==> config.mk <==
export PLATFORM = sky130hd
export DESIGN_NAME = pipe_exmem_flat
export DESIGN_NICKNAME = d
export VERILOG_FILES = /design/src/hw/exmem_if.sv /design/src/hw/pipe_exmem.sv /design/src/flat_wrapper.sv
export VERILOG_INCLUDE_DIRS = /design/src /design/src/include
export SDC_FILE = /design/constraint.sdc
export NUM_CORES = 1
export LEC_CHECK = 0
export BUFFER_PORTS_ARGS = -buffer_cell sky130_fd_sc_hd__buf_2
export CAP_MARGIN = 0
export CORE_AREA = 2 2 157 159
export CTS_BUF_LIST = sky130_fd_sc_hd__clkbuf_2
export DETAILED_ROUTE_END_ITERATION = 8
export DIE_AREA = 0 0 159 161
export GPL_ROUTABILITY_DRIVEN = 0
export HOLD_SLACK_MARGIN = 0.08
export PLACE_DENSITY = 0.63
export SLEW_MARGIN = 20
export SYNTH_ARGS = -nofsm -noshare
export SYNTH_HDL_FRONTEND = slang
export SYNTH_SLANG_ARGS = --single-unit
==> constraint.sdc <==
create_clock -name clock -period 0.8 [get_ports clock]
set_input_delay 0.24 -clock clock [delete_from_list [all_inputs] [get_ports clock]]
set_output_delay 0.24 -clock clock [all_outputs]
set_load 0.02 [all_outputs]
==> src/include/cpu_backend_params.svh <==
`ifndef CPU_BACKEND_PARAMS_SVH
`define CPU_BACKEND_PARAMS_SVH

// operand and memory word width
`define CPU_DATA_WIDTH     64

// sixteen registers
`define CPU_REG_ADDR_WIDTH 4

// data memory words, indexed by byte address / 8
`define CPU_DMEM_DEPTH     64

`endif

==> src/hw/exmem_if.sv <==
`timescale 1ns/1ps

`include "cpu_backend_params.svh"

interface exmem_if;

   logic                           mem_read;
   logic                           mem_write;
   logic                           reg_write;
   logic [`CPU_REG_ADDR_WIDTH-1:0] write_reg;
   logic [`CPU_DATA_WIDTH-1:0]     store_data;
   logic [`CPU_DATA_WIDTH-1:0]     alu_result;
   logic                           alu_zero;
   logic [`CPU_DATA_WIDTH-1:0]     branch_address;
   logic                           branch_en;

   modport producer
   (
      output mem_read, mem_write, reg_write, write_reg, store_data,
      output alu_result, alu_zero, branch_address, branch_en
   );

   modport consumer
   (
      input  mem_read, mem_write, reg_write, write_reg, store_data,
      input  alu_result, alu_zero, branch_address, branch_en
   );

endinterface

==> src/hw/pipe_exmem.sv <==
`timescale 1ns/1ps

module pipe_exmem
(
   input  logic      clock,
   input  logic      reset,
   exmem_if.consumer ex_i,
   exmem_if.producer mem_o
);

   // registered every cycle, no stalls so no enable
   always_ff @(posedge clock)
   begin
      if (reset)
      begin
         mem_o.mem_read       <= 1'b0;
         mem_o.mem_write      <= 1'b0;
         mem_o.reg_write      <= 1'b0;
         mem_o.write_reg      <= '0;
         mem_o.store_data     <= '0;
         mem_o.alu_result     <= '0;
         mem_o.alu_zero       <= 1'b0;
         mem_o.branch_address <= '0;
         mem_o.branch_en      <= 1'b0;
      end
      else
      begin
         mem_o.mem_read       <= ex_i.mem_read;
         mem_o.mem_write      <= ex_i.mem_write;
         mem_o.reg_write      <= ex_i.reg_write;
         mem_o.write_reg      <= ex_i.write_reg;
         mem_o.store_data     <= ex_i.store_data;
         mem_o.alu_result     <= ex_i.alu_result;
         mem_o.alu_zero       <= ex_i.alu_zero;
         mem_o.branch_address <= ex_i.branch_address;
         mem_o.branch_en      <= ex_i.branch_en;
      end
   end

endmodule

==> src/flat_wrapper.sv <==
// flat-port wrapper written by rule: the top's interface ports become plain ports
module pipe_exmem_flat 
  (clock, reset, ex_i_mem_read, ex_i_mem_write, ex_i_reg_write, ex_i_write_reg, ex_i_store_data, ex_i_alu_result, ex_i_alu_zero, ex_i_branch_address, ex_i_branch_en, mem_o_mem_read, mem_o_mem_write, mem_o_reg_write, mem_o_write_reg, mem_o_store_data, mem_o_alu_result, mem_o_alu_zero, mem_o_branch_address, mem_o_branch_en);
  exmem_if ex_i_i ();
  exmem_if mem_o_i ();
  input  logic clock;
  input  logic reset;
  input wire logic [$bits(ex_i_i.mem_read)-1:0] ex_i_mem_read;
  input wire logic [$bits(ex_i_i.mem_write)-1:0] ex_i_mem_write;
  input wire logic [$bits(ex_i_i.reg_write)-1:0] ex_i_reg_write;
  input wire logic [$bits(ex_i_i.write_reg)-1:0] ex_i_write_reg;
  input wire logic [$bits(ex_i_i.store_data)-1:0] ex_i_store_data;
  input wire logic [$bits(ex_i_i.alu_result)-1:0] ex_i_alu_result;
  input wire logic [$bits(ex_i_i.alu_zero)-1:0] ex_i_alu_zero;
  input wire logic [$bits(ex_i_i.branch_address)-1:0] ex_i_branch_address;
  input wire logic [$bits(ex_i_i.branch_en)-1:0] ex_i_branch_en;
  output wire logic [$bits(mem_o_i.mem_read)-1:0] mem_o_mem_read;
  output wire logic [$bits(mem_o_i.mem_write)-1:0] mem_o_mem_write;
  output wire logic [$bits(mem_o_i.reg_write)-1:0] mem_o_reg_write;
  output wire logic [$bits(mem_o_i.write_reg)-1:0] mem_o_write_reg;
  output wire logic [$bits(mem_o_i.store_data)-1:0] mem_o_store_data;
  output wire logic [$bits(mem_o_i.alu_result)-1:0] mem_o_alu_result;
  output wire logic [$bits(mem_o_i.alu_zero)-1:0] mem_o_alu_zero;
  output wire logic [$bits(mem_o_i.branch_address)-1:0] mem_o_branch_address;
  output wire logic [$bits(mem_o_i.branch_en)-1:0] mem_o_branch_en;
  assign ex_i_i.mem_read = ex_i_mem_read;
  assign ex_i_i.mem_write = ex_i_mem_write;
  assign ex_i_i.reg_write = ex_i_reg_write;
  assign ex_i_i.write_reg = ex_i_write_reg;
  assign ex_i_i.store_data = ex_i_store_data;
  assign ex_i_i.alu_result = ex_i_alu_result;
  assign ex_i_i.alu_zero = ex_i_alu_zero;
  assign ex_i_i.branch_address = ex_i_branch_address;
  assign ex_i_i.branch_en = ex_i_branch_en;
  assign mem_o_mem_read = mem_o_i.mem_read;
  assign mem_o_mem_write = mem_o_i.mem_write;
  assign mem_o_reg_write = mem_o_i.reg_write;
  assign mem_o_write_reg = mem_o_i.write_reg;
  assign mem_o_store_data = mem_o_i.store_data;
  assign mem_o_alu_result = mem_o_i.alu_result;
  assign mem_o_alu_zero = mem_o_i.alu_zero;
  assign mem_o_branch_address = mem_o_i.branch_address;
  assign mem_o_branch_en = mem_o_i.branch_en;
  pipe_exmem u_core (.clock(clock), .reset(reset), .ex_i(ex_i_i), .mem_o(mem_o_i));
endmodule
==> results.md, run 1 <==
* Outcome: stopped before the end
* Stop stage: 4_1_cts
* Stop err: [ERROR RSZ-0060] Max buffer count reached.
* Worst-case clock buffer depth at 3
* Initial Util at 22.6%
* Root Buffer: clkbuf_2
* Synth Warn # at 0
* Cts hold-fix bufs at 250
* Syn Nets at 627
* Average size of a mapped cell at 12.8 sq um
* Cells after Synth at 424
* Die Y-Extent at 161 um
* Die X at 159 um
* HPWL after detailed placement at 13700 um
* Sink Count at 201
* Post-Syn Area at 5420 sq um
* CTS HTree Levels at 2
* Seq/Total Area, Yosys at 74.3%
* Io pins at 404
* Library cells used by synthesis at 6
* Num CTS Buffers at 52
* Post-CTS Repair Setup Buffers at 0
* Post-cts sizing count at 603
* Input/output buffers at 403
* FF+latch count, synth at 201
* Row count at 57
* Placed Instances at 1157
[cell families after synthesis]
kind of cell  Yosys count  synth area share, %
flops                 201                 74.3
simple gates          201                 23.3
buf+inv                22                 2.47
[synth_stat cells (all sizes together)]
master    n  area, sq um
buf      21          130
and2b     2         15.0
nor2b   199         1240
clkbuf    1         3.75
dfxtp   201         4020
[through the flow]
step	instance area (sq um)	hold WS (ns)	TNS [ns]	utilization (%)	setup WS [ns]
2_1_floorplan	5420	0.365	0	-	0.0102
3_3_place_gp	8000	0.448	-8.53	33.4	-0.104
3_5_place_dp	8000	0.452	-9.86	33.4	-0.128
==> inputs of run 2 (changes only) <==
--- a/config.mk
+++ b/config.mk
@@ -9,12 +9,10 @@
 export BUFFER_PORTS_ARGS = -buffer_cell sky130_fd_sc_hd__buf_2
 export CAP_MARGIN = 0
 export CORE_AREA = 2 2 157 159
-export CTS_BUF_LIST = sky130_fd_sc_hd__clkbuf_2
 export DETAILED_ROUTE_END_ITERATION = 8
 export DIE_AREA = 0 0 159 161
 export GPL_ROUTABILITY_DRIVEN = 0
-export HOLD_SLACK_MARGIN = 0.08
-export PLACE_DENSITY = 0.63
+export PLACE_DENSITY_LB_ADDON = 0.15
 export SLEW_MARGIN = 20
 export SYNTH_ARGS = -nofsm -noshare
 export SYNTH_HDL_FRONTEND = slang
==> constraint.sdc (replaced) <==
create_clock -name clock -period 1 [get_ports clock]
set_input_delay 0.3 -clock clock [delete_from_list [all_inputs] [get_ports clock]]
set_output_delay 0.3 -clock clock [all_outputs]
set_load 0.02 [all_outputs]
==> results.md, run 2 <==
* Outcome: finished, violations left
* Failing checks: setup timing
* Largest regs: u_core.mem_o.alu_result x64, u_core.mem_o.branch_address x64, u_core.mem_o.store_data x64
* Synth Flop Type: dfxtp_1
* Share of post-route cells with drive strength above 1 at 64.4%
* Vias in the first global route at 5483
* FF+latch count, synth at 201 (unchanged)
* Nets at 1188
* Crit-path cells: buf_6
* Io pins at 404 (unchanged)
* Clock-pin slew on the worst setup and hold paths at 0.06 ns
* Async set or reset register ratio after synthesis at 0% (unchanged)
* Clock period minus final worst setup slack at 1.26 ns
* Commonest non-fill, non-tap cells in the layout: buf_6 (202), buf_2 (201), dfxtp_2 (201), nor2b_1 (199), dlygate4sd3_1 (146)
* TNS Setup at -45.76 ns
* Setup Slack @ Placement at 0.0707 ns (+0.199 ns)
* Drt first pass iters at 4
* Leakage at 5.21 nW
* Syn Nets at 627 (unchanged)
* Core Region at 24000 sq um
* Cells after Synth at 424 (unchanged)
* Unrepaired setup endpoints after global routing: yes
* Cell with the most instances after synthesis: dfxtp_1
* Synth Warn # at 0 (unchanged)
* Post-CTS Repair Setup Buffers at 0 (unchanged)
* DRT iter0 DRCs at 188
* Cell Pwr Density at 1680 nW/um^2
* CTS HTree Levels at 1 (-1)
* Die area at 25600 sq um
* Pins Over Slew Limit at 0
* Crit Path Max Fanout at 1
* Peak Freq at 793 MHz
* Final Util at 47.9%
* First-pass GRT wire length at 28800 um
* Post-route setup slack at -0.260 ns
* DRC violations left at 0
* Worst setup SP type: register
* HPWL after detailed placement at 12300 um (-9.9%)
* Seq/Total Area, Yosys at 74.3% (unchanged)
* Die Y-Extent at 161 um (unchanged)
* Top post-synthesis cells by area: dfxtp_1 (74%), nor2b_1 (23%), buf_4 (1.4%), buf_2 (1.0%), and2b_1 (0.28%)
* Final design area excluding fillers at 11500 sq um
* Average size of a mapped cell at 12.8 sq um (unchanged)
* Final Hold Fails at 0
* Initial antenna violation count at 2
* Slowest CP cell: dfxtp_2
* Post-Syn Area at 5420 sq um (unchanged)
* Power after layout at 0.0193 W
* Top cells by count, synth: dfxtp_1 (201), nor2b_1 (199), buf_2 (11), buf_4 (10), and2b_1 (2)
* CP arrival at 0.96 ns
* Largest net degree at the start of global routing at 46
* Final wirelength at 18400 um
* Worst EP required at 0.70 ns
* Min-delay worst type: in2reg
* Final setup violation count at 201
* Overflow after GRT at 0
* Input/output buffers at 403 (unchanged)
* Yosys top cell by area: dfxtp_1
* Kind of critical path: reg2out
* Row count at 57 (unchanged)
* ANT nets after route at 0
* GRT Resource Usage Total at 13.9%
* Max_cap viols at 0
* Root Buffer: clkbuf_16
* Most common cell after layout, fill and taps aside: buf_6
* Slew @ Worst Pin at 0.207 ns
* Library cells used by synthesis at 6 (unchanged)
* Num CTS Buffers at 23 (-56%)
* Synth-to-Final Area Change at 112%
* Worst-case clock buffer depth at 3 (unchanged)
* Worst path bufs/invs at 1
* Synth top area share at 74.3% (unchanged)
* Final period util at 126%
* Via count at 4933
* Rel. slew slack at 86.2%
* Die X at 159 um (unchanged)
* Worst path max stage delay at 0.35 ns
* Vias per cell at 3.72
* Initial Util at 22.6% (unchanged)
* Area of placed instances at 7820 sq um (-2.3%)
* Endpoint type of the worst setup path: primary output
* CP top delay family: flip-flops
* Sink Count at 201 (unchanged)
* Number of enable flip-flop cells after synthesis at 0 (unchanged)
* CTS tree: yes
* Max IR drop VDD at 0.00116 V
* Routed WL per cell at 13.9 um
run 2: area by class of cell:
type,instances,area [sq um]
clock buffer,36,664
clock inverter,5,31.3
multi-input combinational,201,1260
antenna,1,2.50
tap,324,405
timing repair buffer,558,4850
sequential,201,4280
fill,2159,12500
run 2: where the power goes:
| part | internal (W) | switching [W] |
|---|---|---|
| registers | 0.00853 | 0.000206 |
| clock network | 0.00456 | 0.00316 |
| logic | 0.00166 | 0.00115 |
run 2: kinds of logic (layout without fill, tap and decap cells):
logic type / count (synthesis) / after routing / synth area share, %
flops: 201 / 201 / 74.3
buf+inv: 22 / 599 / 2.47
other cells: 0 / 1 / 0
simple gates: 201 / 201 / 23.3
run 2: final timing paths:
| kind | startpoint | end | cells past startpoint |
|---|---|---|---|
| setup / recovery | u_core.mem_o.branch_address[33] | mem_o_branch_address[33] | 1 |
| hold / removal | ex_i_alu_result[40] | u_core.mem_o.alu_result[40] | 2 |
run 2: routing by layer:
| metal | GRT usage, % | up-vias | wire, um |
|---|---|---|---|
| met4 | 4.05 | 2 | 496 |
| met3 | 5.75 | 37 | 1940 |
| met5 | 0 | - | 16 |
| li1 | - | 2396 | - |
| met2 | 26.0 | 268 | 9440 |
| met1 | 14.3 | 2230 | 6480 |
run 2: per-stage QoR:
| stage | hold slack, ns | instances |
|---|---|---|
| global placement | 0.507 | 1138 |
| finish | 0.0173 | 1326 |
| floorplan | 0.425 | 424 |
| CTS | 0.00131 | 1325 |
| global route | 0.00340 | 1326 |
| detailed placement | 0.511 | 1138 |
run 2: repair_timing:
item / CTS / global route
setup endpoints to repair: 201 / 201
hold endpoints to repair: 146 / 0
gates resized for setup: 599 / 4
hold buffers: 146 / 0
Note: power is estimated with default switching activity, not from simulation.
