===== config.mk =====
export PLATFORM = sky130hd
export DESIGN_NAME = register_file
export DESIGN_NICKNAME = d
export VERILOG_FILES = /design/src/hw/register_file.sv
export VERILOG_INCLUDE_DIRS = /design/src /design/src/include
export SDC_FILE = /design/constraint.sdc
export NUM_CORES = 1
export LEC_CHECK = 0
export BUFFER_PORTS_ARGS = -buffer_cell sky130_fd_sc_hd__buf_4
export CAP_MARGIN = 20
export CORE_MARGIN = 2
export CORE_UTILIZATION = 40
export DETAILED_ROUTE_END_ITERATION = 12
export GPL_ROUTABILITY_DRIVEN = 0
export PLACE_DENSITY = 0.56
export SYNTH_ARGS = -nofsm -noshare
export SYNTH_HDL_FRONTEND = slang
export SYNTH_SLANG_ARGS = --single-unit

===== constraint.sdc =====
create_clock -name clock -period 3.7 [get_ports clock]
set_clock_uncertainty 0.2 [all_clocks]
set_input_delay 0.74 -clock clock [delete_from_list [all_inputs] [get_ports clock]]
set_output_delay 0.74 -clock clock [all_outputs]
set_load 0.02 [all_outputs]

===== src/include/cpu_backend_params.svh =====
`ifndef CPU_BACKEND_PARAMS_SVH
`define CPU_BACKEND_PARAMS_SVH

// operand and memory word width
`define CPU_DATA_WIDTH     64

// sixteen registers
`define CPU_REG_ADDR_WIDTH 4

// data memory words, indexed by byte address / 8
`define CPU_DMEM_DEPTH     64

`endif


===== src/hw/register_file.sv =====
`timescale 1ns/1ps

`include "cpu_backend_params.svh"

module register_file
(
   input  logic                           clock,
   input  logic                           reset,
   input  logic [`CPU_REG_ADDR_WIDTH-1:0] rs1_addr_i,
   input  logic [`CPU_REG_ADDR_WIDTH-1:0] rs2_addr_i,
   output logic [`CPU_DATA_WIDTH-1:0]     rs1_data_o,
   output logic [`CPU_DATA_WIDTH-1:0]     rs2_data_o,
   input  logic                           wr_en_i,
   input  logic [`CPU_REG_ADDR_WIDTH-1:0] wr_addr_i,
   input  logic [`CPU_DATA_WIDTH-1:0]     wr_data_i
);

   localparam int NUM_REGS = 1 << `CPU_REG_ADDR_WIDTH;

   logic [`CPU_DATA_WIDTH-1:0] regs [NUM_REGS];

   always_ff @(posedge clock)
   begin
      if (reset)
      begin
         for (int i = 0; i < NUM_REGS; i++)
         begin
            regs[i] <= '0;
         end
      end
      else if (wr_en_i)
      begin
         regs[wr_addr_i] <= wr_data_i;  // r0 is writable too
      end
   end

   // no bypass here, mem/wb forwarding handles the write cycle
   assign rs1_data_o = regs[rs1_addr_i];
   assign rs2_data_o = regs[rs2_addr_i];

endmodule


After elaboration in Yosys (flattened, before gate mapping):

Memories as Yosys holds them, arrays and structs flattened.
Index checks and enable logic that the tools add are counted.
W data, S select, Z words.

* register bits after elaboration: 0
* bits in writable memories: 1024
* word-level logic and storage cells: 10
* memories kept: 1

* muxes and demuxes: 8
* reduce and logical (&&, ||, !) cells: 1

Memory list
* regs: depth 16, width 64, rd ports 2, clocked after memory_dff 0, write ports 16, line register_file.sv:20 `` logic [`CPU_DATA_WIDTH-1:0] regs [NUM_REGS]; ``

Operators by type and width (number)
* $mux W64: 1
* $reduce_or A64 Y1: 1
* $mux W1: 6
* $mux W4: 1

Longest topological paths before layout:

Gate-level depths: netlist (run 1).

* depth after elaboration: 5
* gate-level depth with buffers: 6
* gate-level depth less buffers: 3

Least setup slack after synthesis (run 1):

OpenSTA, ideal clock, no wires.

* path kind: input -> output
* from: input rs1_addr_i[0]
* to: output rs1_data_o[33]
* arrival: 2143 ps
* required time: 2760 ps
* path slack: 617 ps
* stages on the path: 6
* cell sequence: buf_2 buf_6 buf_2 mux4_2 a22oi_1 nand2_1

* word-level cells in the longest chain between the ends: 1

Ends and longest elaborated chain
* from (decl): line register_file.sv:9 `` input logic [`CPU_REG_ADDR_WIDTH-1:0] rs1_addr_i, ``
* $mem_v2 Z16 W64
* to (decl): line register_file.sv:11 `` output logic [`CPU_DATA_WIDTH-1:0] rs1_data_o, ``

Every way passes these cells.

Worst setup path in the final report (run 1):

* from: input rs2_addr_i[0]
* to: output rs2_data_o[42]

* word-level cells in the longest chain between the ends: 1

Ends and longest elaborated chain
* from (decl): line register_file.sv:10 `` input logic [`CPU_REG_ADDR_WIDTH-1:0] rs2_addr_i, ``
* $mem_v2 Z16 W64
* to (decl): line register_file.sv:12 `` output logic [`CPU_DATA_WIDTH-1:0] rs2_data_o, ``

Every way passes these cells.

==> impl_metrics.json, run 1 <==
{
  "holdBufCountCts": 0,
  "tightest_slew_ns": 0.6728,
  "drive_above_1_share_pct": 30.22,
  "grt_antenna_before_repair": 14,
  "slew_violations": 0,
  "fin_area_um2": 61570,
  "worstSetupPathType": "in2out",
  "finalSetupTns_ns": 0,
  "ys_ff_latch": 1024,
  "cp.required_ns": 2.76,
  "drt-wirelength-per-cell_um": 32.20,
  "slew_headroom_pct": 55.15,
  "pre_cts_ws_ns": 0.1842,
  "syn_nets": 3416,
  "h-tree-depth": 3,
  "switching_share_pct": 25.18,
  "die_area_um2": 135500,
  "hold_path.class": "in2reg",
  "wirelength_um": 171700,
  "num_rows": 133,
  "initial_core_util_pct": 40.33,
  "ys_seq_area_share_pct": 57.99,
  "whs_ns": 0.1940,
  "worst_slack_ns": 0.1682,
  "cap_violations": 0,
  "root_buffer": "clkbuf_16",
  "p_total_mw": 28.86,
  "synthToLayoutAreaGrowth_pct": 16.11,
  "sequentialPowerShare_pct": 47.7,
  "power.clock.fraction_pct": 39.4,
  "ctsResizeCount": 0,
  "internal_power_mw": 21.59,
  "max_freq_mhz": 283.1,
  "finalCritPeriodShare_pct": 95.46,
  "largest_register": "regs",
  "clk_pin_slew_worst_paths_ns": 0.06,
  "die_h_um": 368.1,
  "hold_violations": 0,
  "drt-pass1-iter-count": 5,
  "dp_hpwl_um": 93840,
  "total_leakage_power_nw": 21.34,
  "ir_worst_vdd_uv": 385.8,
  "grt_pass1_wl_um": 244200,
  "cts_buffers": 115,
  "n_fill_cell": 11270,
  "io_pins": 207,
  "status": "finished, final reports clean",
  "worstSetupStartpointType": "primary input",
  "ant_nets": 0,
  "drcViolationCount": 0,
  "syn_inst": 3337,
  "dr_total_vias": 31670,
  "largestRegisters": "regs (1024)",
  "rsz0062_at_grt": "no",
  "syn_area_per_cell_um2": 15.89,
  "drt_iter0_markers": 3664,
  "ctsLongestPathBuffers": 3,
  "powerDensity_nw_per_um2": 468.7,
  "grt_usage_pct": 25.33,
  "core-area_um2": 131500,
  "clock_sinks": 1024,
  "grt_pass1_vias": 33150,
  "largest_register_ffs": 1024,
  "cts_setup_buffers": 0,
  "cp_max_fo": 23,
  "grt_max_degree": 65,
  "yosysWarnings": 0,
  "port_buffers": 206,
  "endpoint_kind": "output pin",
  "arrival_ns": 2.59,
  "syn_area_um2": 53020,
  "min_period_ns": 3.532,
  "cts_tree": "done",
  "viasPerCell": 5.939,
  "overflow": 0,
  "place_area_um2": 57850,
  "die_w_um": 368.1,
  "combinationalPowerShare_pct": 12.9,
  "nets": 3556,
  "finalSetupViolations": 0,
  "switchingPower_mw": 7.267,
  "yosysUniqueCellTypes": 21
}
[final cells by class]
| type | instances | area [um2] | area share (%) |
|---|---|---|---|
| antenna | 3 | 7.507 | 0.01219 |
| sequential | 1024 | 30750 | 49.94 |
| clock inverter | 76 | 743.2 | 1.207 |
| timing repair buffer | 369 | 4076 | 6.621 |
| multi-input combinational | 1967 | 20830 | 33.84 |
| clock buffer | 138 | 2964 | 4.814 |
| tap | 1755 | 2196 | 3.567 |
[worst max-delay path: stages]
cell and delay (ns):
buf_8 0.23, buf_12 0.29, buf_12 0.19, mux4_2 0.50, a22oi_1 0.32, nand2_1 0.10
buf_4 0.17
[Yosys cell counts (all sizes together)]
cell type / instances / area [um2]
a22oi: 256 / 1922
and2: 1026 / 6419
buf: 110 / 722.0
clkbuf: 236 / 914.6
edfxtp: 1024 / 30750
mux4: 512 / 11530
nand2: 129 / 484.2
nand2b: 2 / 12.51
nand4b: 1 / 23.77
nand4bb: 2 / 22.52
nor2: 14 / 60.06
nor2b: 4 / 25.02
nor3: 4 / 25.02
or2: 16 / 100.1
or4b: 1 / 13.76
[metrics by stage]
step / instances / utilization (%)
floorplan: 3337 / -
global placement: 5115 / 44.01
detailed placement: 5115 / 44.01
CTS: 5329 / 46.83
global route: 5332 / 46.83
finish: 5332 / 46.83
[logic make-up (layout without fill, tap and decap cells)]
group / after synthesis / after routing / synth area share (%)
other cells: 0 / 3 / 0
compound gates: 256 / 256 / 3.624
buf+inv: 346 / 583 / 3.086
flops: 1024 / 1024 / 57.99
mux: 512 / 512 / 21.75
simple gates: 1199 / 1199 / 13.55
[metal layers]
metal	share of wire [%]	GRT usage, %
met5	0.048	0
met4	3.4	8.203
met3	6.9	3.803
met2	50	43.05
met1	39	33.40
[cell usage in the layout, fill, tap and decap left out, drive strengths merged]
| cell | n |
|---|---|
| and2 | 1026 |
| a22oi | 256 |
| or4b | 1 |
| clkbuf | 138 |
| clkinv | 62 |
| clkinvlp | 1 |
| diode | 3 |
| mux4 | 512 |
| nor2b | 4 |
| bufinv | 11 |
| inv | 2 |
| nor3 | 4 |
| nor2 | 14 |
| nand4bb | 2 |
| nand4b | 1 |
| nand2 | 129 |
| or2 | 16 |
| nand2b | 2 |
| buf | 369 |
| edfxtp | 1024 |
[final timing paths]
path	slack [ns]	start	depth (start not counted)	to
setup / recovery	0.17	rs2_addr_i[0]	7	rs2_data_o[42]
hold / removal	0.19	wr_data_i[57]	2	regs[0][57]$_SDFFCE_PN0P_
[power by group through the flow]
stage | Sequential [mW] | Clock [mW] | Combinational [mW]
after floorplan | 13.9 | 0 | 2.20
after global placement | 13.9 | 0 | 3.75
after detailed placement | 14.0 | 0 | 3.76
after CTS | 13.7 | 11.5 | 3.77
after global routing | 13.8 | 12.0 | 3.92
final | 13.8 | 11.4 | 3.73
(Power assumes the default switching activity.)
==> inputs of run 2 (changes only) <==
--- a/config.mk
+++ b/config.mk
@@ -8,10 +8,11 @@
 export LEC_CHECK = 0
 export BUFFER_PORTS_ARGS = -buffer_cell sky130_fd_sc_hd__buf_4
 export CAP_MARGIN = 20
-export CORE_MARGIN = 2
+export CORE_MARGIN = 1.5
 export CORE_UTILIZATION = 40
 export DETAILED_ROUTE_END_ITERATION = 12
 export GPL_ROUTABILITY_DRIVEN = 0
+export MAX_ROUTING_LAYER = met4
 export PLACE_DENSITY = 0.56
 export SYNTH_ARGS = -nofsm -noshare
 export SYNTH_HDL_FRONTEND = slang
==> run 2 against run 1 <==
  * Routed wire length increased by 3.0%
  * Sequential power about the same
  * Worst setup slack improved by 0.075 ns
  * Critical path type unchanged
  * Utilization decreased by 0.069 points
  * Global-route usage increased by 1.7 points
  * Critical path depth unchanged
  * Die area decreased by 0.54%
  * Cell area decreased by 0.15%
  * Hold slack got worse by 0.0017 ns
  * Final cell count about the same
  * Flip-flop and latch count unchanged
  * Sequential share of layout area increased by 0.074 points
==> impl_metrics.json, run 2 (synthesized netlist as in run 1, its figures left out) <==
{
  "status": "finished, final reports clean",
  "worstSetupStartpointType": "primary input",
  "drive_above_1_share_pct": 30.18,
  "clock_sinks": 1024,
  "cts_buffers": 114,
  "arrival_ns": 2.52,
  "endpoint_kind": "output pin",
  "die_area_um2": 134800,
  "holdPathStages": 2,
  "cpMostUsedCell": "buf_12",
  "whs_ns": 0.1923,
  "overflow": 0,
  "stdcell_count": 5336,
  "utilization_pct": 46.76,
  "max_stage_delay_ns": 0.51,
  "viasPerCell": 5.976,
  "core-area_um2": 131500,
  "slew_headroom_pct": 57.70,
  "total_leakage_power_nw": 21.28,
  "die_h_um": 367.1,
  "tightest_slew_ns": 0.6345,
  "root_buffer": "clkbuf_16",
  "hold_violations": 0,
  "largest_register_ffs": 1024,
  "hold_path.class": "in2reg",
  "critPathTopFamily": "buffers and inverters",
  "grt_antenna_before_repair": 18,
  "h-tree-depth": 3,
  "min_to": "regs[7][27]$_SDFFCE_PN0P_",
  "dr_total_vias": 31890,
  "ant_nets": 0,
  "powerDensity_nw_per_um2": 468.2,
  "cp.required_ns": 2.76,
  "rsz0062_at_grt": "no",
  "ctsResizeCount": 0,
  "finalSetupViolations": 0,
  "min_period_ns": 3.457,
  "cts_tree": "done",
  "cp_max_fo": 15,
  "drt-wirelength-per-cell_um": 33.14,
  "finalSetupTns_ns": 0,
  "drcViolationCount": 0,
  "die_w_um": 367.1,
  "ir_worst_vdd_uv": 374.5,
  "n_fill_cell": 11230,
  "port_buffers": 206,
  "num_rows": 133,
  "max_freq_mhz": 289.3,
  "grt_max_degree": 65,
  "hp-start": "wr_data_i[27]",
  "synthToLayoutAreaGrowth_pct": 15.94,
  "largestRegisters": "regs (1024)",
  "grt_pass1_wl_um": 251200,
  "wirelength_um": 176800,
  "path_cells": "buf_8 > buf_12 > buf_12 > mux4_2 > a22oi_1 > nand2_1 > buf_4",
  "p_total_mw": 28.78,
  "initial_core_util_pct": 40.33,
  "cap_violations": 0,
  "largest_register": "regs",
  "cts_setup_buffers": 0,
  "holdBufCountCts": 0,
  "worstSetupPathType": "in2out",
  "ctsLongestPathBuffers": 3,
  "grt_usage_pct": 26.98,
  "grt_pass1_vias": 33500,
  "clk_pin_slew_worst_paths_ns": 0.06,
  "cpMaxStageDelayCell": "mux4_2",
  "slew_violations": 0,
  "io_pins": 207,
  "drt_iter0_markers": 3726,
  "mostFrequentLayoutCells": "and2_1, edfxtp_1, mux4_2",
  "nets": 3550,
  "dp_hpwl_um": 94250,
  "drt-pass1-iter-count": 5,
  "crit_buf_inv": 4,
  "dp_cells": 5110,
  "finalCritPeriodShare_pct": 93.43
}
==> run 2: how the worst max path moves through the flow <==
stage	slack [ns]	cells past startpoint	start	endpoint
after detailed placement	0.22	7	rs1_addr_i[0]	rs1_data_o[39]
after CTS	0.21	7	rs1_addr_i[0]	rs1_data_o[39]
after global placement	0.24	7	rs1_addr_i[0]	rs1_data_o[39]
after floorplan	0.62	6	rs1_addr_i[0]	rs1_data_o[33]
after global routing	0.16	8	rs2_addr_i[0]	rs2_data_o[29]
final	0.24	7	rs2_addr_i[0]	rs2_data_o[21]
==> run 2: report_power, final <==
| group | internal (mW) | switching, mW |
|---|---|---|
| Clock | 6.42 | 4.84 |
| Sequential | 13.4 | 0.318 |
| Combinational | 1.67 | 2.09 |
==> run 2: final cells by class <==
cell class	instances	area, um2	area share, %
Clock inverter	72	630.6	1.026
Antenna cell	12	30.03	0.04885
Tap cell	1755	2196	3.572
Clock buffer	142	3000	4.880
Multi-Input combinational cell	1967	20830	33.89
Timing Repair Buffer	364	4039	6.570
Sequential cell	1024	30750	50.02
==> run 2: metal layers <==
layer | vias up | global-route usage [%] | share of wire, %
li1 | 13250 | - | -
met1 | 16970 | 33.61 | 39
met2 | 1375 | 45.85 | 52
met3 | 293 | 3.641 | 6.6
met4 | 0 | 8.201 | 2.8
met5 | - | - | 0
==> run 2: metrics by stage <==
step	instance area [um2]	setup WS, ns
3_5_place_dp	57820	0.2159
3_3_place_gp	57820	0.2358
6_report	61480	0.2430
5_1_grt	61470	0.1552
2_1_floorplan	53020	0.6171
4_1_cts	61450	0.2109
